`config.mk`:
```
export PLATFORM = sky130hd
export DESIGN_NAME = conv_mem_bank
export DESIGN_NICKNAME = d
export VERILOG_FILES = /design/src/hw/conv_pkg.sv /design/src/hw/conv_mem_bank.sv
export VERILOG_INCLUDE_DIRS = /design/src /design/src/include
export SDC_FILE = /design/constraint.sdc
export NUM_CORES = 2
export LEC_CHECK = 0
export BUFFER_PORTS_ARGS = -buffer_cell sky130_fd_sc_hd__buf_2
export CAP_MARGIN = 5
export CORE_ASPECT_RATIO = 0.9
export CORE_MARGIN = 2
export CORE_UTILIZATION = 34
export DETAILED_ROUTE_END_ITERATION = 6
export PLACE_DENSITY = 0.47
export SLEW_MARGIN = 20
export SYNTH_ARGS = -nofsm -noshare
export SYNTH_HDL_FRONTEND = slang
export SYNTH_SLANG_ARGS = --single-unit
```
`constraint.sdc`:
```
create_clock -name clk -period 4.5 [get_ports clk]
set_clock_uncertainty 0.05 [all_clocks]
set_input_delay 0 -clock clk [delete_from_list [all_inputs] [get_ports clk]]
set_output_delay 0 -clock clk [all_outputs]
set_load 0.1 [all_outputs]
```
`src/include/conv_defs.svh`:
```
// conv layer geometry, fixed-point format and wishbone word map; include before conv_pkg is compiled
`ifndef CONV_DEFS_SVH
`define CONV_DEFS_SVH

//////////////////////////////////////////////////
// geometry
//////////////////////////////////////////////////
`define CONV_IMG_W    8     // padded width == height, border already zero
`define CONV_CHIN     2     // input channels
`define CONV_CHOUT    4     // output channels, one mac lane each
`define CONV_KDIM     3     // kernel width == height
`define CONV_STRIDE   2
`define CONV_OUT_W    3     // output width == height
`define CONV_TAPS     18    // kdim*kdim*chin taps per window

//////////////////////////////////////////////////
// number format and pipeline
//////////////////////////////////////////////////
`define CONV_WIDTH    16    // data word
`define CONV_FRAC     14    // q2.14
`define CONV_DRAIN    3     // cycles after the last tap until results are stored

//////////////////////////////////////////////////
// wishbone word addresses
//////////////////////////////////////////////////
`define CONV_ADR_CTRL 10'h000   // bit 0 start
`define CONV_ADR_STAT 10'h001   // bit 0 busy, bit 1 done
`define CONV_ADR_IMG  10'h040   // 128 words, ch*64 + y*8 + x
`define CONV_ADR_WGT  10'h100   // 72 words, lane*18 + tap
`define CONV_ADR_BIAS 10'h160   // 4 words
`define CONV_ADR_OUT  10'h180   // 36 words, lane*9 + oy*3 + ox

`endif
```
`src/hw/conv_pkg.sv`:
```
// shared types and derived widths of the conv layer; modules pull them in with a wildcard import
`include "conv_defs.svh"

package conv_pkg;

	//////////////////////////////////////////////////
	// derived sizes
	//////////////////////////////////////////////////
	localparam int IMG_WORDS = `CONV_IMG_W * `CONV_IMG_W * `CONV_CHIN; // 128
	localparam int WGT_WORDS = `CONV_TAPS * `CONV_CHOUT;  // 72
	localparam int OUT_PIX   = `CONV_OUT_W * `CONV_OUT_W; // windows per lane
	localparam int OUT_WORDS = OUT_PIX * `CONV_CHOUT;     // 36
	localparam int PIX_AW    = $clog2(IMG_WORDS);         // 7
	localparam int WGT_AW    = $clog2(`CONV_TAPS);        // 5
	localparam int IDX_W     = $clog2(OUT_PIX);           // 4
	localparam int OUT_AW    = $clog2(OUT_WORDS);         // 6
	localparam int BIAS_AW   = $clog2(`CONV_CHOUT);
	localparam int KW        = $clog2(`CONV_KDIM);        // kx / ky counters
	localparam int CH_W      = (`CONV_CHIN > 1) ? $clog2(`CONV_CHIN) : 1;
	localparam int OW        = $clog2(`CONV_OUT_W);       // ox / oy counters
	localparam int WB_AW     = 10;
	localparam int WB_DW     = 32;

	typedef enum logic [1:0] {IDLE, RUN, DRAIN, DONE} conv_state_e;

	// host write target
	typedef enum logic [1:0] {SEL_IMG, SEL_WGT, SEL_BIAS, SEL_NONE} mem_sel_e;

	typedef logic signed [`CONV_WIDTH-1:0]   pix_t;
	typedef logic signed [2*`CONV_WIDTH-1:0] acc_t;

	typedef struct packed {
		logic             cyc;
		logic             stb;
		logic             we;
		logic [WB_AW-1:0] adr; // word address
		logic [WB_DW-1:0] dat;
	} wb_req_t;

	typedef struct packed {
		logic             ack;
		logic [WB_DW-1:0] dat; // valid with ack
	} wb_rsp_t;

	typedef struct packed {
		logic              valid;
		logic              first;   // first tap of a window
		logic              last;    // last tap of a window
		logic [PIX_AW-1:0] pix_adr;
		logic [WGT_AW-1:0] wgt_adr; // tap number inside a lane
		logic [IDX_W-1:0]  out_idx; // window number oy*3+ox
	} tap_t;

endpackage

```
`src/hw/conv_mem_bank.sv`:
```
// image ram, weight ram and bias registers; host writes from the bus, one synchronous compute read
`timescale 1ns/1ps
`include "conv_defs.svh"

module conv_mem_bank import conv_pkg::*; (
	input  logic              clk,
	input  logic              arst_n,
	input  logic              mem_we,
	input  mem_sel_e          mem_sel,
	input  logic [PIX_AW-1:0] mem_adr,
	input  pix_t              mem_dat,
	input  logic              busy,
	input  tap_t              tap_in,
	output tap_t              tap_out,
	output pix_t              pix,
	output pix_t              wgt  [`CONV_CHOUT],
	output pix_t              bias [`CONV_CHOUT]
);

	pix_t img_ram [IMG_WORDS];               // ch*64 + y*8 + x, padding included
	pix_t wgt_ram [`CONV_CHOUT][`CONV_TAPS]; // one bank per lane, all read at once
	pix_t bias_q  [`CONV_CHOUT];
	logic host_we;

	assign host_we = mem_we && !busy; // run owns the memories

	//////////////////////////////////////////////////
	// host write port
	//////////////////////////////////////////////////
	always_ff @(posedge clk) begin
		if (host_we) begin
			case (mem_sel)
				SEL_IMG: img_ram[mem_adr] <= mem_dat;
				SEL_WGT: begin
					// flat lane*18+tap address split into lane bank and tap
					for (int l = 0; l < `CONV_CHOUT; l++) begin
						if (mem_adr >= l * `CONV_TAPS && mem_adr < (l + 1) * `CONV_TAPS)
							wgt_ram[l][mem_adr - l * `CONV_TAPS] <= mem_dat;
					end
				end
				SEL_BIAS: bias_q[mem_adr[BIAS_AW-1:0]] <= mem_dat;
				default: ;
			endcase
		end
	end

	//////////////////////////////////////////////////
	// compute read port, one cycle latency
	//////////////////////////////////////////////////
	always_ff @(posedge clk) begin
		pix <= img_ram[tap_in.pix_adr];
		for (int l = 0; l < `CONV_CHOUT; l++)
			wgt[l] <= wgt_ram[l][tap_in.wgt_adr]; // same tap in every lane
	end

	// tap markers travel beside the data
	always_ff @(posedge clk or negedge arst_n) begin
		if (!arst_n)
			tap_out <= '0;
		else
			tap_out <= tap_in;
	end

	assign bias = bias_q;

	// lane banks hold only 18 taps each
	wgt_in_range : assert property (@(posedge clk) disable iff (!arst_n)
		tap_in.valid |-> tap_in.wgt_adr < `CONV_TAPS);

endmodule

```
# [Word level (Yosys, flattened, before mapping)]
# Memory sizes are Yosys's and may differ from the RTL's. A register that Yosys moved wholly into a read port is not among the register bits.
# Index checks and enable logic that the tools add are counted.
[totals] out_inout_bits=163 wordCells=111 reg_bits=147 n_memories=2 ram_bits=3200
[mem_list] name="img_ram" words=128 width=16 read_ports=1 rd_clocked_by_memory_dff=1 wr=1 line_no="conv_mem_bank.sv:20" rtl="pix_t img_ram [IMG_WORDS];"
[mem_list] name="wgt_ram" words=4 width=288 read_ports=4 rd_clocked_by_memory_dff=0 wr=1 line_no="conv_mem_bank.sv:21" rtl="pix_t wgt_ram [`CONV_CHOUT][`CONV_TAPS];"
[op_classes] order_cmp=18 addsub=3 n_mux=51 n_eq_ne=2 reduce_logical=15 n_bitwise=6
[op_table] operator="$mux W288" count=10
[op_table] operator="$reduce_or A288 Y1" count=3
[op_table] operator="$bmux W16 S5" count=4
[op_table] operator="$demux W16 S5" count=4
[op_table] operator="$mux W16" count=13
[op_table] operator="$ge A33 B6 Y1 const B" count=4
[op_table] operator="$lt A33 B1 Y1 const B" count=4
[op_table] operator="$not A32 Y33" count=3
[op_table] operator="$bwmux W64" count=1
[op_table] operator="$not A7 Y33" count=1
[op_table] operator="$demux W16 S2" count=1
[op_table] operator="$sub A7 B6 Y8 const B" count=2
[op_table] operator="$mux W1" count=15
[op_table] operator="$ge A7 B6 Y1 const B" count=2
[op_table] operator="$lt A7 B6 Y1 const B" count=2
[op_table] operator="$logic_and A1 B1 Y1" count=9
[op_table] operator="$sub A7 B5 Y8 const B" count=1
[op_table] operator="$ge A7 B5 Y1 const B" count=1
[op_table] operator="$lt A7 B5 Y1 const B" count=1
[op_table] operator="$lt A7 B7 Y1 const B" count=1
[op_table] operator="$ge A6 B6 Y1 const B" count=1
[op_table] operator="$mux W2" count=3
[op_table] operator="$not A5 Y6" count=1
[op_table] operator="$ge A3 B3 Y1 const B" count=1
[op_table] operator="7 further kinds" count=7

# [Depth between registers and ports, before layout]
[depth] depth_word=11 depth_mapped=7 mapped_depth_nobuf=6

# [Least setup slack after synthesis]
# OpenSTA, ideal clock, no wires.
[synth_path] path_type="input to register" startpoint="input mem_adr[3]" endpoint="memory wgt_ram[1][48] (netlist name), enable pin" required_ns=3.972 path_buffers=2 arrival_ns=4.044 setup_slack_ns=-0.072 stages=7 path_cell_list="clkbuf_1 -> inv_1 -> ha_1 -> a21boi_0 -> or4_1 -> clkbuf_1 -> a2111oi_0"
[synth_between] elab_chain_len=11
[synth_lines] item="start, declared" line_no="conv_mem_bank.sv:10" rtl="input logic [PIX_AW-1:0] mem_adr,"
[synth_lines] item="$sub A7 B5 Y8 (no source line)"
[synth_lines] item="$not A32 Y33" line_no="conv_mem_bank.sv:38" rtl="wgt_ram[l][mem_adr - l * `CONV_TAPS] <= mem_dat;"
[synth_lines] item="$ge A33 B6 Y1 / $lt A33 B1 Y1 (equally long branches)" line_no="conv_mem_bank.sv:38"
[synth_lines] item="$logic_and A1 B1 Y1" line_no="conv_mem_bank.sv:38"
[synth_lines] item="$mux W16" line_no="conv_mem_bank.sv:38"
[synth_lines] item="$demux W16 S5" line_no="conv_mem_bank.sv:38"
[synth_lines] item="$mux W288" line_no="conv_mem_bank.sv:38"
[synth_lines] item="$reduce_or A288 Y1 (no source line)"
[synth_lines] item="$mux W2 (no source line) / $mux W288 (equally long branches) (3 in series)"
[synth_lines] item="end, declared" line_no="conv_mem_bank.sv:21"
# Several ways; a longest one is shown, not always the timed one.

# [Final worst setup path]
[layout_path] startpoint="input mem_adr[4]" endpoint="memory wgt_ram[3][77] (netlist name), enable pin"
# The elaborated chain is that of the path after synthesis.

==> summary.txt <==
Critical path
  • Critical path arrival: around 3.6 ns
  • Cell family with most CP delay: buffers and inverters
  • Setup CP Type: in2reg
  • Crit start category: primary input
  • WP data required: 5.02 ns
  • Worst path bufs/invs: 6
  • R2R depth: 4
  • R2R Path End: pix[13]
  • Slowest stage delay, CP: roughly 0.59 ns
  • Worst reg2reg setup slack: 1.96 ns
  • Critical Path Start: mem_adr[4]
  • CP Max Fanout: 22
  • Worst path cell trace: dlygate4sd3_1 > buf_2 > clkinv_1 > a211oi_1 > o2111ai_1 > dlygate4sd3_1 > buf_4 > nor3_2 > buf_4
  • Crit path max-delay cell type: dlygate4sd3_1
  • CP Capture Point: wgt_ram[3][77]
  • Crit end category: flop
  • Crit path depth: 9
  • RR Startpoint: img_ram[102][13]

Status
  • Outcome: finished, final reports clean

Power and ir drop
  • Internal power: between 0.05 and 0.06 W
  • Power Total: 0.06785 W
  • Maximum VDD drop: ~0.00028 V
  • P_leak: approximately 47 nW
  • Sequential power share: between 50% and 60%
  • Net switching power: approximately 0.015 W
  • Combinational share of power: about 5.7%
  • Clock Power Share: 43.5%
  • PwrDens: 455.5 mW/mm2
  • Sw Ratio: roughly 22%

Synthesis
  • Post-synth EDFFs: 3264
  • YS warnings: 0
  • Synth unique cells: between 40 and 50
  • Post-synthesis sequential area ratio: 79.02%
  • Total nets after synthesis: 5231
  • FFs w/ async S/R, synth: less than 1%
  • Cell taking the most area after synthesis: edfxtp_1
  • Top cell type's share of synthesized area: ~77%
  • Most frequent cell after synthesis: edfxtp_1
  • FF+latch count, synth: 3363
  • Mapped Area: 0.1267 mm2
  • Avg Inst Size Synth: approximately 24 um2
  • Synth Flop Type: edfxtp_1
  • Area contributors post-synth: edfxtp_1, mux4_2, dfxtp_1
  • Post-Syn Instances: a little over 5000
  • List of most frequent post-synthesis cells: edfxtp_1, mux4_2, nor2_1

STA
  • Hold Vio Cnt, Final: 0
  • Unrepaired setup endpoints after global routing: no
  • Final worst path period share: ~69%
  • Final slew viol count: 0
  • Actual transition at the worst max-transition pin: ~1.1 ns
  • Achievable clock frequency: around 320 MHz
  • Tmin final: between 3 and 4 ns
  • Slew Limit Headroom: between 20% and 30%
  • Setup violations, final: 0

Detailed routing
  • Via count: between 50000 and 60000
  • DRC viols: 0
  • Average routed wire per standard cell: 30.78 um
  • Via/cell ratio: ~5.2
  • Final WL: between 300 and 400 mm
  • Starting DRT DRC Count: 6141
  • Drt pass-1 iters: 5
  • Final ANT Viol Nets: 0

Cells and area
  • Fin area: approximately 0.15 mm2
  • Layout cell share with drive strength beyond 1: a little over a third
  • Non-Filler Instances: between 10000 and 15000
  • # nets final: 5946
  • Area grow syn2layout: 17.61%

Floorplanning
  • Die height: 583.0 um
  • Initial Util: between 30% and 40%
  • Core area: between 0.3 and 0.4 mm2
  • Site Rows: about 210
  • Top-Level Pins: 211
  • Die width: approximately 650 um
  • Die area: between 0.3 and 0.4 mm2

Place
  • Dpl hpwl: around 190 mm
  • RePlAce Congestion: around 0.75
  • Inst Count DP: about 10000
  • Post-place instance area: around 0.14 mm2
  • Port Buffers: 210

CTS
  • Clock latency at the later pin of the worst-skew pair: 0.94 ns
  • Sink Count: roughly 3400
  • Setup Fix Bufs, Post-CTS: 0
  • CTS H-Tree Depth: 5
  • Clk buf depth: 4
  • Root buffer cell: clkbuf_16
  • Worst-path clk slew: around 0.060 ns
  • CTS tree: built
  • CTS buffer count: 363

Worst hold path
  • Min-Delay Path Class: in2reg
  • Worst hold path startpoint: mem_dat[5]

Global routing
  • All-layer global routing usage: 18.01%
  • Global route overflow: 0
  • Vias in the first global route: ~60000
  • Largest net degree at the start of global routing: about 140
  • Initial antenna violation count: 36
  • First-pass GRT wire length: between 400 and 500 mm

Job
  • Total of max-cap violations: 0
## flip-flops by register name (all words and copies together), names as in the netlist
signal   flops
pix         16
tap_out     19
wgt_ram   1152
wgt         64
img_ram   2048
bias        64
## layout make-up
| class | instances | area, um2 |
|---|---|---|
| fillers | 32310 | 221600 |
| flip-flops and latches | 3363 | 100100 |
| multi-input cells | 1474 | 25580 |
| clock buffers | 465 | 9756 |
| well taps | 4922 | 6158 |
| repair buffers | 617 | 5061 |
| clock inverters | 209 | 2024 |
| inverters | 71 | 266.5 |
| diodes | 9 | 22.52 |
## power groups by stage
stage	combinational [W]	sequential [W]	clock [W]
final	0.00384	0.0345	0.0295
after detailed placement	0.00388	0.0352	0
after global placement	0.00384	0.0352	0
after global routing	0.00405	0.0345	0.0314
after floorplan	0.00156	0.0358	0
after CTS	0.00394	0.0345	0.0302
## repair_timing
item | CTS | global route
hold buffers | 64 | 0
endpoints found under the hold margin | 2055 | 0
gates resized for setup | 0 | 0
## routing by layer
layer	GRT usage (%)	part of all wire [%]
met1	26.08	44
met2	29.19	48
met3	2.279	5.1
met4	4.010	2.0
met5	0	0
## stage by stage
stage / util (%) / hold WS [ns] / setup WS, ns / TNS, ns
finish: 40.20 / 0.05214 / 1.400 / 0
global route: 40.19 / 0.04772 / 1.221 / 0
CTS: 40.18 / 0.01176 / 1.461 / 0
detailed placement: 36.83 / 0.05942 / 1.049 / 0
global placement: 36.82 / 0.05753 / 0.6686 / 0
floorplan: - / -0.3456 / -0.07197 / -9.203
## cells by family after synthesis
kind of cell	after synthesis	share of synthesized area [%]
buffers and inverters	338	1.062
XOR/XNOR	3	0.02075
multiplexers	1074	18.30
AND/OR/NAND/NOR	287	0.9710
AO/OA/AOI/OAI	102	0.5423
flip-flops	3363	79.02
adder cells (fa/ha/maj)	8	0.07903
## worst min path at each step
stage | to | depth (start not counted) | slack, ns
6_report | bias[37] | 2 | 0.05
5_1_grt | bias[53] | 2 | 0.05
4_1_cts | tap_out[10] | 2 | 0.01
3_5_place_dp | tap_out[2] | 1 | 0.06
3_3_place_gp | tap_out[2] | 1 | 0.06
2_1_floorplan | tap_out[0] | 0 | -0.35
## placed cells by master (no fill, tap or decap), drive strengths merged, types with 64 or more instances in the layout
cell,netlist,layout
clkinv,1,155
buf,115,538
nor2,186,186
mux2i,66,66
o22ai,64,64
inv,70,82
dfxtp,80,80
clkbuf,152,481
edfxtp,3264,3264
mux4,992,992
(Power assumes the default switching activity.)
