===== src/include/conv_defs.svh =====
// conv layer geometry, fixed-point format and wishbone word map; include before conv_pkg is compiled
`ifndef CONV_DEFS_SVH
`define CONV_DEFS_SVH

//////////////////////////////////////////////////
// geometry
//////////////////////////////////////////////////
`define CONV_IMG_W    8     // padded width == height, border already zero
`define CONV_CHIN     2     // input channels
`define CONV_CHOUT    4     // output channels, one mac lane each
`define CONV_KDIM     3     // kernel width == height
`define CONV_STRIDE   2
`define CONV_OUT_W    3     // output width == height
`define CONV_TAPS     18    // kdim*kdim*chin taps per window

//////////////////////////////////////////////////
// number format and pipeline
//////////////////////////////////////////////////
`define CONV_WIDTH    16    // data word
`define CONV_FRAC     14    // q2.14
`define CONV_DRAIN    3     // cycles after the last tap until results are stored

//////////////////////////////////////////////////
// wishbone word addresses
//////////////////////////////////////////////////
`define CONV_ADR_CTRL 10'h000   // bit 0 start
`define CONV_ADR_STAT 10'h001   // bit 0 busy, bit 1 done
`define CONV_ADR_IMG  10'h040   // 128 words, ch*64 + y*8 + x
`define CONV_ADR_WGT  10'h100   // 72 words, lane*18 + tap
`define CONV_ADR_BIAS 10'h160   // 4 words
`define CONV_ADR_OUT  10'h180   // 36 words, lane*9 + oy*3 + ox

`endif

===== src/hw/conv_pkg.sv =====
// shared types and derived widths of the conv layer; modules pull them in with a wildcard import
`include "conv_defs.svh"

package conv_pkg;

	//////////////////////////////////////////////////
	// derived sizes
	//////////////////////////////////////////////////
	localparam int IMG_WORDS = `CONV_IMG_W * `CONV_IMG_W * `CONV_CHIN; // 128
	localparam int WGT_WORDS = `CONV_TAPS * `CONV_CHOUT;  // 72
	localparam int OUT_PIX   = `CONV_OUT_W * `CONV_OUT_W; // windows per lane
	localparam int OUT_WORDS = OUT_PIX * `CONV_CHOUT;     // 36
	localparam int PIX_AW    = $clog2(IMG_WORDS);         // 7
	localparam int WGT_AW    = $clog2(`CONV_TAPS);        // 5
	localparam int IDX_W     = $clog2(OUT_PIX);           // 4
	localparam int OUT_AW    = $clog2(OUT_WORDS);         // 6
	localparam int BIAS_AW   = $clog2(`CONV_CHOUT);
	localparam int KW        = $clog2(`CONV_KDIM);        // kx / ky counters
	localparam int CH_W      = (`CONV_CHIN > 1) ? $clog2(`CONV_CHIN) : 1;
	localparam int OW        = $clog2(`CONV_OUT_W);       // ox / oy counters
	localparam int WB_AW     = 10;
	localparam int WB_DW     = 32;

	typedef enum logic [1:0] {IDLE, RUN, DRAIN, DONE} conv_state_e;

	// host write target
	typedef enum logic [1:0] {SEL_IMG, SEL_WGT, SEL_BIAS, SEL_NONE} mem_sel_e;

	typedef logic signed [`CONV_WIDTH-1:0]   pix_t;
	typedef logic signed [2*`CONV_WIDTH-1:0] acc_t;

	typedef struct packed {
		logic             cyc;
		logic             stb;
		logic             we;
		logic [WB_AW-1:0] adr; // word address
		logic [WB_DW-1:0] dat;
	} wb_req_t;

	typedef struct packed {
		logic             ack;
		logic [WB_DW-1:0] dat; // valid with ack
	} wb_rsp_t;

	typedef struct packed {
		logic              valid;
		logic              first;   // first tap of a window
		logic              last;    // last tap of a window
		logic [PIX_AW-1:0] pix_adr;
		logic [WGT_AW-1:0] wgt_adr; // tap number inside a lane
		logic [IDX_W-1:0]  out_idx; // window number oy*3+ox
	} tap_t;

endpackage


===== src/hw/conv_mac_array.sv =====
// one mac lane per output channel, then bias, relu and q2.14 requantize into the result memory
`timescale 1ns/1ps
`include "conv_defs.svh"

module conv_mac_array import conv_pkg::*; (
	input  logic              clk,
	input  logic              arst_n,
	input  tap_t              tap,
	input  pix_t              pix,
	input  pix_t              wgt  [`CONV_CHOUT],
	input  pix_t              bias [`CONV_CHOUT],
	input  logic [OUT_AW-1:0] out_adr,
	output pix_t              out_dat
);

	localparam int HI = `CONV_FRAC + `CONV_WIDTH; // first bit above the kept field

	acc_t             prod  [`CONV_CHOUT];
	acc_t             acc_q [`CONV_CHOUT];
	acc_t             sum   [`CONV_CHOUT];  // acc + bias in q4.28
	pix_t             res   [`CONV_CHOUT];
	pix_t             res_mem [OUT_WORDS];  // lane*9 + window
	logic             last_q;               // window closed in the previous cycle
	logic [IDX_W-1:0] idx_q;

	//////////////////////////////////////////////////
	// multiply and accumulate
	//////////////////////////////////////////////////
	always_comb begin
		for (int l = 0; l < `CONV_CHOUT; l++)
			prod[l] = acc_t'(pix) * acc_t'(wgt[l]); // q2.14 * q2.14
	end

	always_ff @(posedge clk) begin
		if (tap.valid) begin
			for (int l = 0; l < `CONV_CHOUT; l++)
				acc_q[l] <= tap.first ? prod[l] : acc_q[l] + prod[l]; // restart per window
		end
		idx_q <= tap.out_idx;
	end

	always_ff @(posedge clk or negedge arst_n) begin
		if (!arst_n)
			last_q <= 1'b0;
		else
			last_q <= tap.valid && tap.last;
	end

	//////////////////////////////////////////////////
	// bias, relu, requantize
	//////////////////////////////////////////////////
	always_comb begin
		for (int l = 0; l < `CONV_CHOUT; l++) begin
			sum[l] = acc_q[l] + (acc_t'(bias[l]) <<< `CONV_FRAC);
			if (sum[l] < 0)
				res[l] = '0;                                   // relu
			else if (|sum[l][2*`CONV_WIDTH-1:HI])
				res[l] = pix_t'(16'h7fff);                     // too big for the field
			else
				res[l] = pix_t'(sum[l][HI-1:`CONV_FRAC]);
		end
	end

	// all four lanes land in the same cycle
	always_ff @(posedge clk) begin
		if (last_q) begin
			for (int l = 0; l < `CONV_CHOUT; l++)
				res_mem[l * OUT_PIX + idx_q] <= res[l];
		end
		out_dat <= (out_adr < OUT_WORDS) ? res_mem[out_adr] : '0; // registered bus read
	end

	// a window always has more than one tap
	first_not_last : assert property (@(posedge clk) disable iff (!arst_n)
		tap.valid |-> !(tap.first && tap.last));

endmodule


===== config.mk =====
export PLATFORM = sky130hd
export DESIGN_NAME = conv_mac_array
export DESIGN_NICKNAME = d
export VERILOG_FILES = /design/src/hw/conv_pkg.sv /design/src/hw/conv_mac_array.sv
export VERILOG_INCLUDE_DIRS = /design/src /design/src/include
export SDC_FILE = /design/constraint.sdc
export NUM_CORES = 2
export LEC_CHECK = 0
export BUFFER_PORTS_ARGS = -buffer_cell sky130_fd_sc_hd__clkbuf_2
export CAP_MARGIN = 10
export CORE_AREA = 2 2 403 405
export CTS_CLUSTER_SIZE = 10
export DETAILED_ROUTE_END_ITERATION = 10
export DIE_AREA = 0 0 405 407
export GPL_ROUTABILITY_DRIVEN = 0
export PLACE_DENSITY_LB_ADDON = 0.2
export SETUP_SLACK_MARGIN = 0.2
export SLEW_MARGIN = 20
export SYNTH_ARGS = -nofsm -noshare
export SYNTH_HDL_FRONTEND = slang
export SYNTH_SLANG_ARGS = --single-unit

===== constraint.sdc =====
create_clock -name clk -period 4.82 [get_ports clk]
set_clock_uncertainty 0.15 [all_clocks]
set_input_delay 0 -clock clk [delete_from_list [all_inputs] [get_ports clk]]
set_output_delay 0 -clock clk [all_outputs]
set_load 0.01 [all_outputs]

== After elaboration in Yosys (flattened, before gate mapping) ==
Memories as Yosys holds them, arrays and structs flattened. A register that Yosys moved wholly into a read port is not among the register bits.
Index checks and enable logic that the tools add are counted.

* Register bits: 5
* Bits in latches: 0
* RAM bits: 704
* Memory bits (read-only): 0
* Output and inout bits: 16
* Word-level logic and storage cells: 46
* Memories kept: 2

* $add $sub $neg: 11
* $mul: 4
* Div/mod/pow operators: 0
* Magnitude comparators: 5
* Equality and inequality tests: 0
* Shift operators: 0
* Mux-type cells: 16
* Bitwise gates (word level): 0
* Reductions and logical operators: 6

{| class="wikitable"
|+ Memory list
! name !! words !! width !! rd ports !! clocked after memory_dff !! write ports !! RTL line !! text
|-
| res_mem || 36 || 16 || 1 || 1 || 4 || conv_mac_array.sv:22 || <nowiki>pix_t res_mem [OUT_WORDS];</nowiki>
|-
| acc_q || 4 || 32 || 4 || 0 || 4 || conv_mac_array.sv:19 || <nowiki>acc_t acc_q [`CONV_CHOUT];</nowiki>
|}

{| class="wikitable"
|+ Operators with widths
! operator !! number
|-
| 32-bit by 30-bit adder with 32-bit output || 4
|-
| 32-bit adder || 4
|-
| 32-bit by 1-bit less-than comparator with 1-bit output, second input constant || 4
|-
| 16-bit by 16-bit multiplier with 32-bit output || 4
|-
| 16-bit 2-to-1 mux || 8
|-
| 32-bit 2-to-1 mux || 4
|-
| 5-bit by 4-bit adder with 6-bit output, first input constant || 2
|-
| 2-bit OR reduction || 4
|-
| 6-bit less-than comparator, second input constant || 1
|-
| 4-bit by 4-bit adder with 5-bit output, first input constant || 1
|-
| 1-bit 2-to-1 mux || 4
|-
| 1-bit logical AND || 1
|-
| 1-bit logical NOT || 1
|}

== Longest topological paths before layout ==
* Word-level depth: 4
* Depth in mapped cells: 37

== Worst setup path after synthesis ==
OpenSTA, ideal clock, no wires.

* Kind: input to register
* From: input port pix[7]
* To: memory acc_q[0][31] (netlist bit) (data pin)
* Setup time: 268 ps
* Data arrival time: 7640 ps
* Data required time: 4402 ps
* Slack: -3238 ps
* Cell stages on the path: 33
* Buffers on the path: 2
* Cells stage by stage: clkbuf_1 clkbuf_1 nand2_1 fa_1 inv_1 fa_1 inv_1 fa_1 inv_1 fa_1 fa_1 inv_1 fa_1 inv_1 ha_1 a21o_1 a21o_1 a2111oi_0 a21boi_1 o21ai_0 a21boi_0 o21ai_0 a21oi_1 xor2_1 ha_1 a21o_1 nor3_1 o211ai_1 a2111oi_1 o31ai_1 xnor2_1 nor2_1 xnor3_1

{| class="wikitable"
|+ RTL lines
! what !! RTL line !! text
|-
| start, declared || conv_mac_array.sv:9 || <nowiki>input pix_t pix,</nowiki>
|-
| end, declared || conv_mac_array.sv:19 ||
|}

==> results.env <==
SLOWEST_CELL_ON_THE_CRITICAL_PATH='fa_1'
AREA.SEQUENTIAL_MM2=0.0216
WORST_PIN_SLEW_NS=1.23
DRTANTENNAVIOLNETS=0
SYNTH_AREA_LEADER_CELL='edfxtp_1'
CTS_TREE='done'
CRITPATHBUFINV=7
CTS_MAX_LEVEL=3
MAPPEDNETLISTAREA_MM2=0.0880
DRT_DRC_VIOLATIONS_LEFT=0
DP_HPWL_UM=210000
ANTENNA_VIOLATIONS_BEFORE_REPAIR=34
FLOORPLAN.DIE.HEIGHT_UM=407
YOSYS-TOP-CELLS-AREA='edfxtp_1 (24%), fa_1 (24%), ha_1 (7.6%)'
CRIT_FAMILY='adder cells'
SYNTH_SEQ_CELLS=725
EFFECTIVE_UTILIZATION_AT_FLOORPLAN_PCT=54.9
SEQ_AREA_FRAC_SYNTH_PCT=24.5
SETUP.WORST_PATH.CLASS='input pin to register'
CP-STARTPOINT='pix[3]'
AREAGROWTHSYNTHTOFINISH_PCT=21.6
NETLIST_TOP_CELLS_COUNT='inv_1 (1281), fa_1 (1056), nor2_1 (943)'
CTS.SINKS=725
ROUTED_VIA_DENSITY=5.90
SETUP-VIOLATIONS-FINAL=90
SYNTH.DISTINCT_CELLS=99
GRT_MAX_DEGREE=123
FINALCRITPERIODSHARE_PCT=150
FINAL_HOLD_VIOL_COUNT=2
SYNTH.YOSYS.WARNINGS=0
PORT_BUFFERS=174
RUN_STATUS='finished with violations'
WORST_SKEW_PAIR.LATE_LATENCY_NS=0.73
POST_ROUTE_CELLS_DRIVE_ABOVE_1_SHARE_PCT=24.3
WL_PER_CELL_UM=22.8
TOTAL_VIA_COUNT_IN_THE_ROUTED_DESIGN=73923
POSTSYNTHAREAPERCELL_UM2=9.48
RSZ0062_AT_GRT='true'
GRT_PASS1_VIAS=74859
CTS_INSERTED_BUFFERS=89
POSTSYNTH.ASYNCRESETSHARE_PCT=0.138
GRTUSAGETOTAL_PCT=34.2
SYNTH.NET_COUNT=11043
GLOBAL_ROUTE_WIRE_LENGTH_BEFORE_REPAIR_UM=433000
CRITPATHREQUIREDTIME_NS=5.12
PERIOD_MINUS_SLACK_NS=7.24
VIOLATED_CHECKS='negative hold slack, negative setup slack'
CRIT_PATH_START_KIND='input pin'
POST_ROUTE_INSTS_NO_FILL=12526
CRITPATHCAPTURETYPE='register'
FINAL_WIRELENGTH_UM=286000
SYNTH_EDF_COUNT=704
MAXIMUM_CLOCK_PATH_BUFFER_COUNT=3
PATH_CLASS_OF_THE_LOWEST_SLACK_MIN_DELAY_PATH='input pin to register'
FILLER_CELL_COUNT=12289
MULTI_INPUT_AREA_MM2=0.0630
INSTANCE_COUNT_AFTER_PLACEMENT_WITH_TAP_CELLS_INCLUDED=12173
REGTOREGSTARTPOINT='acc_q[3][14]'
CRIT_PATH_FREQUENT_CELL='fa_1'
MAX_FANOUT_ON_CRITICAL_PATH=4
MAX-SLEW-MARGIN-REL_PCT=17.8
FINISH.NET_COUNT=12064
FP.DIEAREA_MM2=0.165
WORST_EP_ARRIVAL_TIME_NS=7.54
FINAL_MAX_SLEW_VIOL_COUNT=0
HOLDWS_NS=-0.0184
FIRSTDRTPASSITERS=9
WORST_SETUP_HOLD_PATH_CLK_SLEW_NS=0.06
MOST_NUMEROUS_CELL_IN_THE_YOSYS_NETLIST='inv_1'
POST-SYNTH-TOP-AREA-FRACTION_PCT=24.0
CPPEAKSTAGEDELAY_NS=0.58
MAXCAPVIOLATIONS=0
DESIGN.PORTCOUNT=187
SETUP_WS_NS=-2.42
TNS_NS=-132.15
MAX_CLOCK_FREQ_MHz=138
DETAIL_ROUTE.ITER0.VIOLATIONS=8099
HOLD_PATH_STARTPOINT='out_adr[0]'
YS_DOMINANT_REG_CELL='edfxtp_1'
CORE_REGION_AREA_MM2=0.160
GRT_OVERFLOW=0
ROOT_BUFFER='clkbuf_16'
FP_ROWS=147
POST_SYNTH_INST_COUNT=9282
DIE_WIDTH_UM=405
[logic make-up after synthesis]
| logic type | synth area share, % |
|---|---|
| adder cells (fa/ha/maj) | 31.6 |
| buffers and inverters | 8.23 |
| multiplexers | 6.02 |
| AND/OR/NAND/NOR | 13.5 |
| flip-flops | 24.5 |
| AO/OA/AOI/OAI | 12.9 |
| XOR/XNOR | 3.24 |
[worst register-to-register path: stages, from the launching register on]
cell and delay [ns]:
edfxtp_1 0.48, ha_1 0.22, inv_1 0.06, fa_1 0.40, nor2b_1 0.14, o21a_1 0.14, o21ai_0 0.10, a21oi_1 0.21
o21a_1 0.18, o21ai_1 0.11, a31o_2 0.31, xor2_4 0.20, buf_12 0.19, a21oi_4 0.76, inv_1 0.34, a221oi_1 0.46
[registers in the layout, indices dropped and copies added, names as in the netlist]
name	count
idx_q	4
acc_q	128
res_mem	576
last_q	1
out_dat	16
[timing repair]
| action | in CTS | in global routing |
|---|---|---|
| resized for setup | 318 | 386 |
| endpoints found under the hold margin | 175 | 0 |
| gates cloned | 2 | 3 |
| pin swaps | 228 | 314 |
| hold buffers | 28 | 0 |
| setup endpoints to repair | 95 | 168 |
| setup buffers | 85 | 80 |
[area by class of cell]
| type | count | share of cell area [%] |
|---|---|---|
| Sequential cell | 725 | 20.2 |
| Clock buffer | 115 | 2.20 |
| Tap cell | 2160 | 2.53 |
| Clock inverter | 24 | 0.228 |
| Multi-Input combinational cell | 6688 | 58.9 |
| Inverter | 1286 | 4.52 |
| Antenna cell | 15 | 0.0351 |
| Timing Repair Buffer | 1513 | 11.5 |
[stage by stage]
step	hold WS (ns)	util (%)	worst slack [ns]	area, um2
after floorplan	-0.446	-	-2.49	89600
after global placement	-0.356	62.1	-3.01	99500
after detailed placement	-0.352	62.1	-3.11	99500
after CTS	0.00473	65.2	-2.10	105000
after global routing	0.0561	66.8	-2.67	107000
final	-0.0184	66.8	-2.42	107000
[placed cells by master (no fill, tap or decap), types with 48 or more instances in the layout]
master	count
nor2_1	909
nand2_1	805
a221oi_1	88
a21o_1	110
buf_6	83
clkbuf_16	98
inv_2	58
xor2_1	95
fa_1	1020
buf_12	48
o21ai_0	225
o21ai_1	69
mux4_2	172
edfxtp_1	704
ha_4	67
xnor2_1	166
ha_1	452
nand2b_1	64
a21oi_1	743
clkbuf_2	147
a21oi_2	85
o21ai_2	60
and2_1	460
buf_4	1171
and2_4	51
inv_1	1225
o22ai_1	57
mux2i_1	104
o21a_1	60
nand3_1	55
[final timing paths]
path / to / depth (start not counted) / slack [ns]
min in group asynchronous: last_q / 4 / 0.57
max in group asynchronous: last_q / 4 / 3.82
worst max register to register: res_mem[1][10] / 15 / 0.16
worst min register to register: acc_q[2][0] / 2 / 0.53
worst max-delay path: acc_q[0][31] / 32 / -2.42
worst min-delay path: out_dat[9] / 4 / -0.02
[per-layer routing]
layer  GRT usage [%]  routed length (um)  up-vias
met1            43.6              107000    35997
met4            18.7               18100       32
met3            7.35               30200      865
met5               0                 218        -
met2            54.5              130000     4186
li1                -                   -    32843
Power is left out: the tool's default activity adds up to more than one toggle a clock period on the data nets, which glitch-free logic cannot reach.
