### config.mk
export PLATFORM = sky130hd
export DESIGN_NAME = window_tap_counter
export DESIGN_NICKNAME = d
export VERILOG_FILES = /design/src/hw/conv_pkg.sv /design/src/hw/window_tap_counter.sv
export VERILOG_INCLUDE_DIRS = /design/src /design/src/include
export SDC_FILE = /design/constraint.sdc
export NUM_CORES = 1
export LEC_CHECK = 0
export BUFFER_PORTS_ARGS = -buffer_cell sky130_fd_sc_hd__buf_4
export CORE_ASPECT_RATIO = 0.75
export CORE_MARGIN = 3
export CORE_UTILIZATION = 55
export DETAILED_ROUTE_END_ITERATION = 7
export GPL_TIMING_DRIVEN = 0
export PLACE_DENSITY = 0.81
export RECOVER_POWER = 100
export SYNTH_ARGS = -nofsm -noshare
export SYNTH_HDL_FRONTEND = slang
export SYNTH_SLANG_ARGS = --single-unit
### constraint.sdc
create_clock -name clk -period 4.65 [get_ports clk]
set_input_delay 0.465 -clock clk [delete_from_list [all_inputs] [get_ports clk]]
set_output_delay 0.465 -clock clk [all_outputs]
set_load 0.05 [all_outputs]
### src/include/conv_defs.svh
// conv layer geometry, fixed-point format and wishbone word map; include before conv_pkg is compiled
`ifndef CONV_DEFS_SVH
`define CONV_DEFS_SVH

//////////////////////////////////////////////////
// geometry
//////////////////////////////////////////////////
`define CONV_IMG_W    8     // padded width == height, border already zero
`define CONV_CHIN     2     // input channels
`define CONV_CHOUT    4     // output channels, one mac lane each
`define CONV_KDIM     3     // kernel width == height
`define CONV_STRIDE   2
`define CONV_OUT_W    3     // output width == height
`define CONV_TAPS     18    // kdim*kdim*chin taps per window

//////////////////////////////////////////////////
// number format and pipeline
//////////////////////////////////////////////////
`define CONV_WIDTH    16    // data word
`define CONV_FRAC     14    // q2.14
`define CONV_DRAIN    3     // cycles after the last tap until results are stored

//////////////////////////////////////////////////
// wishbone word addresses
//////////////////////////////////////////////////
`define CONV_ADR_CTRL 10'h000   // bit 0 start
`define CONV_ADR_STAT 10'h001   // bit 0 busy, bit 1 done
`define CONV_ADR_IMG  10'h040   // 128 words, ch*64 + y*8 + x
`define CONV_ADR_WGT  10'h100   // 72 words, lane*18 + tap
`define CONV_ADR_BIAS 10'h160   // 4 words
`define CONV_ADR_OUT  10'h180   // 36 words, lane*9 + oy*3 + ox

`endif
### src/hw/conv_pkg.sv
// shared types and derived widths of the conv layer; modules pull them in with a wildcard import
`include "conv_defs.svh"

package conv_pkg;

	//////////////////////////////////////////////////
	// derived sizes
	//////////////////////////////////////////////////
	localparam int IMG_WORDS = `CONV_IMG_W * `CONV_IMG_W * `CONV_CHIN; // 128
	localparam int WGT_WORDS = `CONV_TAPS * `CONV_CHOUT;  // 72
	localparam int OUT_PIX   = `CONV_OUT_W * `CONV_OUT_W; // windows per lane
	localparam int OUT_WORDS = OUT_PIX * `CONV_CHOUT;     // 36
	localparam int PIX_AW    = $clog2(IMG_WORDS);         // 7
	localparam int WGT_AW    = $clog2(`CONV_TAPS);        // 5
	localparam int IDX_W     = $clog2(OUT_PIX);           // 4
	localparam int OUT_AW    = $clog2(OUT_WORDS);         // 6
	localparam int BIAS_AW   = $clog2(`CONV_CHOUT);
	localparam int KW        = $clog2(`CONV_KDIM);        // kx / ky counters
	localparam int CH_W      = (`CONV_CHIN > 1) ? $clog2(`CONV_CHIN) : 1;
	localparam int OW        = $clog2(`CONV_OUT_W);       // ox / oy counters
	localparam int WB_AW     = 10;
	localparam int WB_DW     = 32;

	typedef enum logic [1:0] {IDLE, RUN, DRAIN, DONE} conv_state_e;

	// host write target
	typedef enum logic [1:0] {SEL_IMG, SEL_WGT, SEL_BIAS, SEL_NONE} mem_sel_e;

	typedef logic signed [`CONV_WIDTH-1:0]   pix_t;
	typedef logic signed [2*`CONV_WIDTH-1:0] acc_t;

	typedef struct packed {
		logic             cyc;
		logic             stb;
		logic             we;
		logic [WB_AW-1:0] adr; // word address
		logic [WB_DW-1:0] dat;
	} wb_req_t;

	typedef struct packed {
		logic             ack;
		logic [WB_DW-1:0] dat; // valid with ack
	} wb_rsp_t;

	typedef struct packed {
		logic              valid;
		logic              first;   // first tap of a window
		logic              last;    // last tap of a window
		logic [PIX_AW-1:0] pix_adr;
		logic [WGT_AW-1:0] wgt_adr; // tap number inside a lane
		logic [IDX_W-1:0]  out_idx; // window number oy*3+ox
	} tap_t;

endpackage

### src/hw/window_tap_counter.sv
// walks every tap of every 3x3 window and produces pixel and weight addresses with window markers
`timescale 1ns/1ps
`include "conv_defs.svh"

module window_tap_counter import conv_pkg::*; (
	input  logic clk,
	input  logic arst_n,
	input  logic cnt_en,
	output tap_t tap,
	output logic scan_end
);

	logic [KW-1:0]   kx_q, ky_q;
	logic [CH_W-1:0] ch_q;
	logic [OW-1:0]   ox_q, oy_q;
	logic            kx_end, ky_end, ch_end, ox_end, oy_end;
	logic [PIX_AW:0] pix_full;   // one spare bit for the range check

	assign kx_end = kx_q == KW'(`CONV_KDIM - 1);
	assign ky_end = ky_q == KW'(`CONV_KDIM - 1);
	assign ch_end = ch_q == CH_W'(`CONV_CHIN - 1);
	assign ox_end = ox_q == OW'(`CONV_OUT_W - 1);
	assign oy_end = oy_q == OW'(`CONV_OUT_W - 1);

	//////////////////////////////////////////////////
	// nested counters kx -> ky -> ch -> ox -> oy
	//////////////////////////////////////////////////
	always_ff @(posedge clk or negedge arst_n) begin
		if (!arst_n) begin
			kx_q <= '0;
			ky_q <= '0;
			ch_q <= '0;
			ox_q <= '0;
			oy_q <= '0;
		end else if (!cnt_en) begin // back to window 0 once the run stops
			kx_q <= '0;
			ky_q <= '0;
			ch_q <= '0;
			ox_q <= '0;
			oy_q <= '0;
		end else begin
			kx_q <= kx_end ? '0 : kx_q + 1'b1;
			if (kx_end) begin
				ky_q <= ky_end ? '0 : ky_q + 1'b1;
				if (ky_end) begin
					ch_q <= ch_end ? '0 : ch_q + 1'b1;
					if (ch_end) begin                  // window finished
						ox_q <= ox_end ? '0 : ox_q + 1'b1;
						if (ox_end)
							oy_q <= oy_end ? '0 : oy_q + 1'b1;
					end
				end
			end
		end
	end

	//////////////////////////////////////////////////
	// addresses and markers
	//////////////////////////////////////////////////
	// ch*64 + (oy*2+ky)*8 + ox*2+kx
	assign pix_full = (PIX_AW + 1)'(ch_q * `CONV_IMG_W * `CONV_IMG_W
		+ (oy_q * `CONV_STRIDE + ky_q) * `CONV_IMG_W
		+ ox_q * `CONV_STRIDE + kx_q);

	always_comb begin
		tap.valid   = cnt_en;
		tap.first   = kx_q == '0 && ky_q == '0 && ch_q == '0;
		tap.last    = kx_end && ky_end && ch_end;
		tap.pix_adr = pix_full[PIX_AW-1:0];
		tap.wgt_adr = WGT_AW'(ch_q * `CONV_KDIM * `CONV_KDIM + ky_q * `CONV_KDIM + kx_q);
		tap.out_idx = IDX_W'(oy_q * `CONV_OUT_W + ox_q);
	end

	assign scan_end = tap.valid && tap.last && ox_end && oy_end; // last tap of window 8

	// window never reaches past the padded image
	pix_in_range : assert property (@(posedge clk) disable iff (!arst_n)
		tap.valid |-> pix_full < IMG_WORDS);

endmodule

== Word level (Yosys, flattened, before mapping) ==
Cells that the tools add are included.
Operators by class
  bitwise operators: 1
  eq/ne operators: 8
  multipliers: 4
  multiplexer cells: 20
  add/subtract/negate cells: 12
  reduce and logical (&&, ||, !) cells: 12
Operator list (count)
  two-way mux 2 bit: 16
  adder 2 x 1 -> 2 bit, second input constant: 4
  equality test 2 bit, second input constant: 4
  multiplier 2 x 2 -> 4 bit, second input constant: 2
  inequality test 2 x 1 -> 1 bit, second input constant: 4
  adder 7 x 2 -> 7 bit: 1
  adder 7 x 3 -> 7 bit: 1
  adder 7 bit: 1
  logical AND 1 bit: 7
  adder 5 x 2 -> 5 bit: 1
  adder 5 x 4 -> 5 bit: 1
  multiplier 3 x 2 -> 5 bit, second input constant: 1
  adder 3 x 2 -> 4 bit: 1
  adder 4 x 2 -> 4 bit: 1
  zero test 2 bit: 2
  two-way mux 1 bit: 4
  AND reduction 4 bit: 1
  multiplier 1 x 2 -> 3 bit, second input constant: 1
  AND reduction 3 bit: 1
  AND reduction 2 bit: 1
  adder 1 bit, second input constant: 1
  inverter 1 bit: 1
Word-level totals
  word-level logic and storage cells: 62
  output and inout bits: 20
  register bits after elaboration: 9
  input bits: 3

== Longest topological paths before layout ==
Gate-level depths: netlist (run 1).
  depth in word-level cells: 7
  gate-level depth with buffers: 8
  mapped depth without buffers: 8

== Worst setup path after synthesis (run 1) ==
Ideal clock, no wire load.
  path kind: register to output
  from: register ky_q[0]
  to: output port tap[7] (netlist name)
  path buffers: 0
  cell stages (with the launch flop): 9
  slack: 1.480 ns
  data arrival time: 2.705 ns
  data required time: 4.185 ns
  path through: dfrtp_1 > fa_1 > inv_1 > fa_1 > inv_1 > ha_1 > o21ai_0 > o21bai_1 > xnor2_1
RTL lines
  from (decl): line window_tap_counter.sv:13  | logic [KW-1:0] kx_q, ky_q;
  from (signal assigned): line window_tap_counter.sv:44  | ky_q <= ky_end ? '0 : ky_q + 1'b1;
  to (decl): line window_tap_counter.sv:9  | output tap_t tap,

==> results of run 1 <==
==> power breakdown <==
part           internal, mW  total [mW]  switching (mW)
sequential           0.0802      0.0861         0.00590
clock                0.0332      0.0624          0.0292
combinational        0.0150      0.0524          0.0374
total                 0.128       0.201          0.0726
==> worst max-delay path by stage <==
stage / endpoint / start / cells past startpoint / slack, ps
5_1_grt: tap[7] / ch_end / 9 / 980
6_report: tap[7] / ch_end / 9 / 1150
4_1_cts: tap[7] / ky_q[0] / 9 / 1480
3_3_place_gp: tap[7] / ky_q[0] / 9 / 1830
3_5_place_dp: tap[7] / ky_q[0] / 9 / 1790
2_1_floorplan: tap[7] / ky_q[0] / 8 / 1480
==> flip-flops by register name, indices dropped and copies added, names as in the netlist <==
| name | count |
|---|---|
| oy_q | 2 |
| ox_q | 2 |
| ky_q | 2 |
| ch_end | 1 |
| kx_q | 2 |
==> per-layer routing <==
| layer | global-route usage, % | vias up | wire length, um |
|---|---|---|---|
| met3 | 6.32 | 4 | 94 |
| met5 | 0 | - | 0 |
| li1 | - | 364 | - |
| met2 | 29.0 | 15 | 856 |
| met1 | 26.4 | 329 | 944 |
| met4 | 4.37 | 0 | 15 |
==> logic make-up after synthesis <==
kind of cell / Yosys count
buffers and inverters: 17
muxes: 4
and+or+nand+nor: 22
DFF: 9
AOI/OAI and AO/OA: 8
adders and majority gates: 25
xor gates and xnor gates: 10
==> cell usage in the layout, fill, tap and decap left out, types with 2 or more instances in the layout <==
master / synthesis / layout
buf_4: 2 / 4
xnor2_1: 5 / 5
xor2_1: 5 / 5
and3_1: 2 / 2
inv_1: 13 / 13
o21bai_1: 2 / 2
a21oi_1: 2 / 2
nor2b_1: 3 / 3
clkbuf_1: 1 / 23
mux2i_1: 4 / 4
nand2_1: 6 / 6
fa_1: 6 / 6
nand3_1: 2 / 2
dfrtp_1: 9 / 9
nor3b_1: 1 / 2
ha_1: 19 / 19
clkbuf_4: 0 / 3
==> stage by stage <==
| stage | utilization (%) | cell area (um^2) | total power, mW | worst slack (ps) | hold WS, ps |
|---|---|---|---|---|---|
| detailed placement | 74.3 | 1180 | 0.145 | 1790 | 295 |
| finish | 70.5 | 1120 | 0.201 | 1150 | 485 |
| floorplan | - | 991 | 0.129 | 1480 | 169 |
| global route | 70.5 | 1120 | 0.213 | 983 | 486 |
| global placement | 74.3 | 1180 | 0.144 | 1830 | 293 |
| CTS | 75.9 | 1210 | 0.209 | 1480 | 1.04 |
==> cell type report <==
cell class	count	area share [%]
Inverter	13	4.35
Multi-Input combinational cell	69	60.0
Buffer	4	2.01
Tap cell	21	2.34
Sequential cell	9	20.1
Timing Repair Buffer	23	8.92
Clock buffer	4	2.34
==> worst max-delay path, stage by stage (launching register included) <==
cell and delay [ps]:
dfrtp_1 470, clkbuf_1 370, inv_1 120, fa_1 510, inv_1 40, ha_1 330, o21ai_0 110, o21bai_1 200
xnor2_1 140, clkbuf_1 480
==> what timing repair did <==
item,in CTS,in global routing
endpoints found under the hold margin,0,4
setup endpoints to repair,0,0
buffers inserted,0,0
hold buffers,0,1
==> impl_metrics.csv, run 1 <==
group,metric,value,unit
status,run_status,"completed",
floorplan,rows,12,
route,dr.pass1.iters,4,
synth,synth_nets,123,
synth,synth-xor-area-share,8.84,%
clocking,clockRootBuffer,"clkbuf_4",
clocking,clk_latency,270,ps
final_layout,drive_gt1_share,6.56,%
setup_path,arrival,3030,ps
setup_path,critical_path_class,"reg -> out",
synth,synth-compound-area-share,5.30,%
clocking,post_cts_resize_count,0,
synth,synth_cell_types,29,
global_route,grt_max_degree,11,
setup_path,rr_startpoint,"ch_end",
placement,dp_cells,138,
setup_path,cp-start-kind,"flop",
clocking,htreeDepth,1,
route,drt-total-wl,1910,um
synth,synth_ff_type,"dfrtp_1",
sta,setup_viol_count_final,0,
setup_path,path_max_fanout,7,
synth,synthTopCellsByCount,"19 x ha_1, 13 x inv_1, 9 x dfrtp_1, 6 x fa_1, 6 x nand2_1",
route,wl_per_cell,13.4,um
floorplan,die_h,42.8,um
clocking,clock_sinks,9,
setup_path,r2r_cells,4,
sta,skew,5.76,ps
power_and_ir_drop,powerDensity,179,nW/um^2
clocking,cts.clk_slew.worst_paths,60,ps
floorplan,core,1590,um^2
global_route,gr-usage-all-layers,19.2,%
floorplan,dieArea,2350,um^2
synth,synthSimpleGateAreaFrac,15.7,%
global_route,grt.overflow.total,0,
placement,gp_congestion,0.721,
flow_run,drv_cap,0,
sta,fin_crit_sh,75.2,%
synth,synth_top_cell_area_share,24.0,%
placement,dp_hpwl,1520,um
hold_path,whs_path_depth,2,
sta,slew_viol_final,0,
synth,synth_most_common_cell,"ha_1",
synth,syn-cell-area,991,um^2
synth,synth_top_family_by_area,"adder cells",
setup_path,cp-end-kind,"output pin",
synth,synth_edf_count,0,
clocking,cts_inserted_buffers,3,
synth,synth_area_leaders,"ha_1 24%, dfrtp_1 23%, fa_1 12%",
setup_path,worstReg2RegEnd,"oy_q[1]",
route,ant_nets,0,
hold_path,hp-start,"cnt_en",
hold_path,min_to,"kx_q[0]",
clocking,clk_path_buf_depth,2,
global_route,grt_pass1_vias,682,
clocking,cts_tree,"built",
final_layout,layout.nets,151,
final_layout,regArea,225,um^2
route,drc,0,
hold_path,hold_class,"in -> reg",
sta,hold_viol_final,0,
power_and_ir_drop,ir_drop,0.165,mV
final_layout,instances_no_fill,143,
route,vias,712,
synth,synth-adder-area-share,36.1,%
sta,min_period,3500,ps
synth,yosys.area.top_type,"ha_1",
sta,max_slew_margin,59.1,%
final_layout,area_growth_syn_to_layout,13.3,%
route,vias_per_cell,4.98,
synth,yosysWarnings,0,
floorplan,io_pins,23,
final_layout,fill_cells,137,
sta,rsz0062_at_grt,"no",
synth,ys_seq_area_share,22.7,%
final_layout,diodes,0,
placement,port_buffers,22,
final_layout,multi_input_comb_area,673,um^2
global_route,grt_pass1_wl,3220,um
synth,avgSynthCellArea,10.4,um^2
sta,worst_pin_slew,616,ps
power_and_ir_drop,leakage,0.584,nW
synth,ys_ff_latch,9,
route,drtIter0Drc,19,
synth,synthMuxAreaShare,4.04,%
global_route,antenna_found_initial,0,
floorplan,chipWidth,55.0,um
sta,fin_tns_setup,0,ps
sta,fmax,286,MHz
synth,syn_inst,95,
setup_path,crit_required,4180,ps
floorplan,initial_core_util,62.3,%
setup_path,reg2reg_slack,2760,ps
synth,ys_async_sr_fraction,100,%
(Power assumes the default switching activity.)
==> run 2, diff against run 1 <==
Settings changed: CORE_UTILIZATION 55 to 53, PLACE_DENSITY 0.81 to 0.79.
Clock period 4.65 ns to 3.48 ns, I/O delays scaled along.
==> impl_metrics.csv, run 2 (synthesized netlist as in run 1, its figures left out) <==
group,metric,value,unit
clocking,cts_inserted_buffers,3,
setup_path,cp-end-kind,"output pin",
sta,fin_hold_ws,360,ps
sta,setup_viol_count_final,0,
clocking,clk_latency,270,ps
global_route,antenna_found_initial,0,
global_route,grt_pass1_wl,3020,um
global_route,grt_max_degree,11,
setup_path,reg2reg_slack,1590,ps
floorplan,chipWidth,55.9,um
sta,max_slew_margin,58.7,%
clocking,cts_tree,"built",
final_layout,fin_util,69.4,%
clocking,post_cts.repair.setup_buffers,0,
floorplan,dieArea,2430,um^2
placement,port_buffers,22,
floorplan,io_pins,23,
final_layout,diodes,0,
setup_path,path_max_fanout,9,
sta,skew,5.64,ps
clocking,post_cts_resize_count,0,
route,dr.pass1.iters,4,
sta,post-route-worst-setup-slack,291,ps
power_and_ir_drop,powerDensity,237,nW/um^2
setup_path,cp-start-kind,"flop",
final_layout,layout_commonest_cell,"clkbuf_1",
placement,placed_area,1180,um^2
setup_path,crit_required,3130,ps
power_and_ir_drop,leakage,0.592,nW
sta,fin_crit_sh,91.7,%
sta,slew_viol_final,0,
sta,fmax,314,MHz
route,drt-total-wl,1880,um
clocking,clockRootBuffer,"clkbuf_4",
global_route,grt.overflow.total,0,
route,ant_nets,0,
route,vias_per_cell,4.98,
route,vias,712,
global_route,gr-usage-all-layers,15.7,%
final_layout,instances_no_fill,143,
status,run_status,"completed",
placement,dp_hpwl,1450,um
sta,rsz0062_at_grt,"no",
sta,worst_pin_slew,622,ps
power_and_ir_drop,ir_drop,0.181,mV
power_and_ir_drop,p_total,0.267,mW
route,drtIter0Drc,20,
final_layout,fin_area,1130,um^2
final_layout,layout.nets,151,
placement,dp_cells,138,
global_route,grt_pass1_vias,676,
clocking,hold_buffers,1,
route,wl_per_cell,13.1,um
final_layout,mostFrequentLayoutCells,"20 x clkbuf_1, 19 x ha_1, 13 x inv_1",
floorplan,die_h,43.4,um
final_layout,area_growth_syn_to_layout,13.6,%
floorplan,initial_core_util,61.1,%
placement,dp_slack,728,ps
clocking,clock_sinks,9,
placement,gp_congestion,0.727,
floorplan,core,1620,um^2
flow_run,drv_cap,0,
clocking,cts.clk_slew.worst_paths,70,ps
clocking,htreeDepth,1,
setup_path,arrival,2840,ps
sta,min_period,3190,ps
clocking,clk_path_buf_depth,2,
final_layout,drive_gt1_share,9.02,%
floorplan,rows,12,
setup_path,critical_path_class,"reg -> out",
hold_path,hold_class,"in -> reg",
route,drc,0,
sta,hold_viol_final,0,
sta,fin_tns_setup,0,ps
==> run 2: cell count changes in the layout (fill, tap and decap cells not counted), sizes merged <==
cell	previous run	this run
clkbuf	26	25
clkinv	0	1
==> run 2: power breakdown <==
group          total [mW]  internal (mW)  switching (mW)  leakage [nW]
combinational      0.0694         0.0200          0.0494         0.451
sequential          0.115          0.107         0.00791         0.124
clock              0.0828         0.0425          0.0403        0.0177
total               0.267          0.170          0.0976         0.592
==> run 2: final cells by class <==
type / instances / area (um^2)
Tap cell: 21 / 26.3
Clock inverter: 1 / 5.00
Inverter: 13 / 48.8
Timing Repair Buffer: 23 / 103
Clock buffer: 3 / 22.5
Sequential cell: 9 / 225
Buffer: 4 / 22.5
Fill cell: 138 / 495
Multi-Input combinational cell: 69 / 673
==> run 2: worst paths after layout <==
check,startpoint,end,depth (start not counted)
min in group asynchronous,arst_n,oy_q[1],2
max in group asynchronous,arst_n,ox_q[0],2
worst min register to register,kx_q[0],kx_q[0],1
worst max-delay path,ky_q[0],tap[6],6
worst min-delay path,cnt_en,kx_q[0],2
worst max register to register,ky_q[0],oy_q[1],5
==> run 2: routing by layer <==
layer  routed length, um  vias up  part of all wire (%)  global-route usage, %
met1                 980      333                    52                   22.2
met3                 118        0                   6.3                   5.95
met5                   0        -                     0                      0
met4                   0        0                     0                   1.42
met2                 778       18                    41                   23.8
li1                    -      361                     -                      -
==> run 2: worst max-delay path, stage by stage, from the launching register on <==
cell and delay [ps]:
dfrtp_1 530, fa_1 610, xor2_1 210, inv_1 90, fa_1 470, xnor2_1 170, clkbuf_1 480
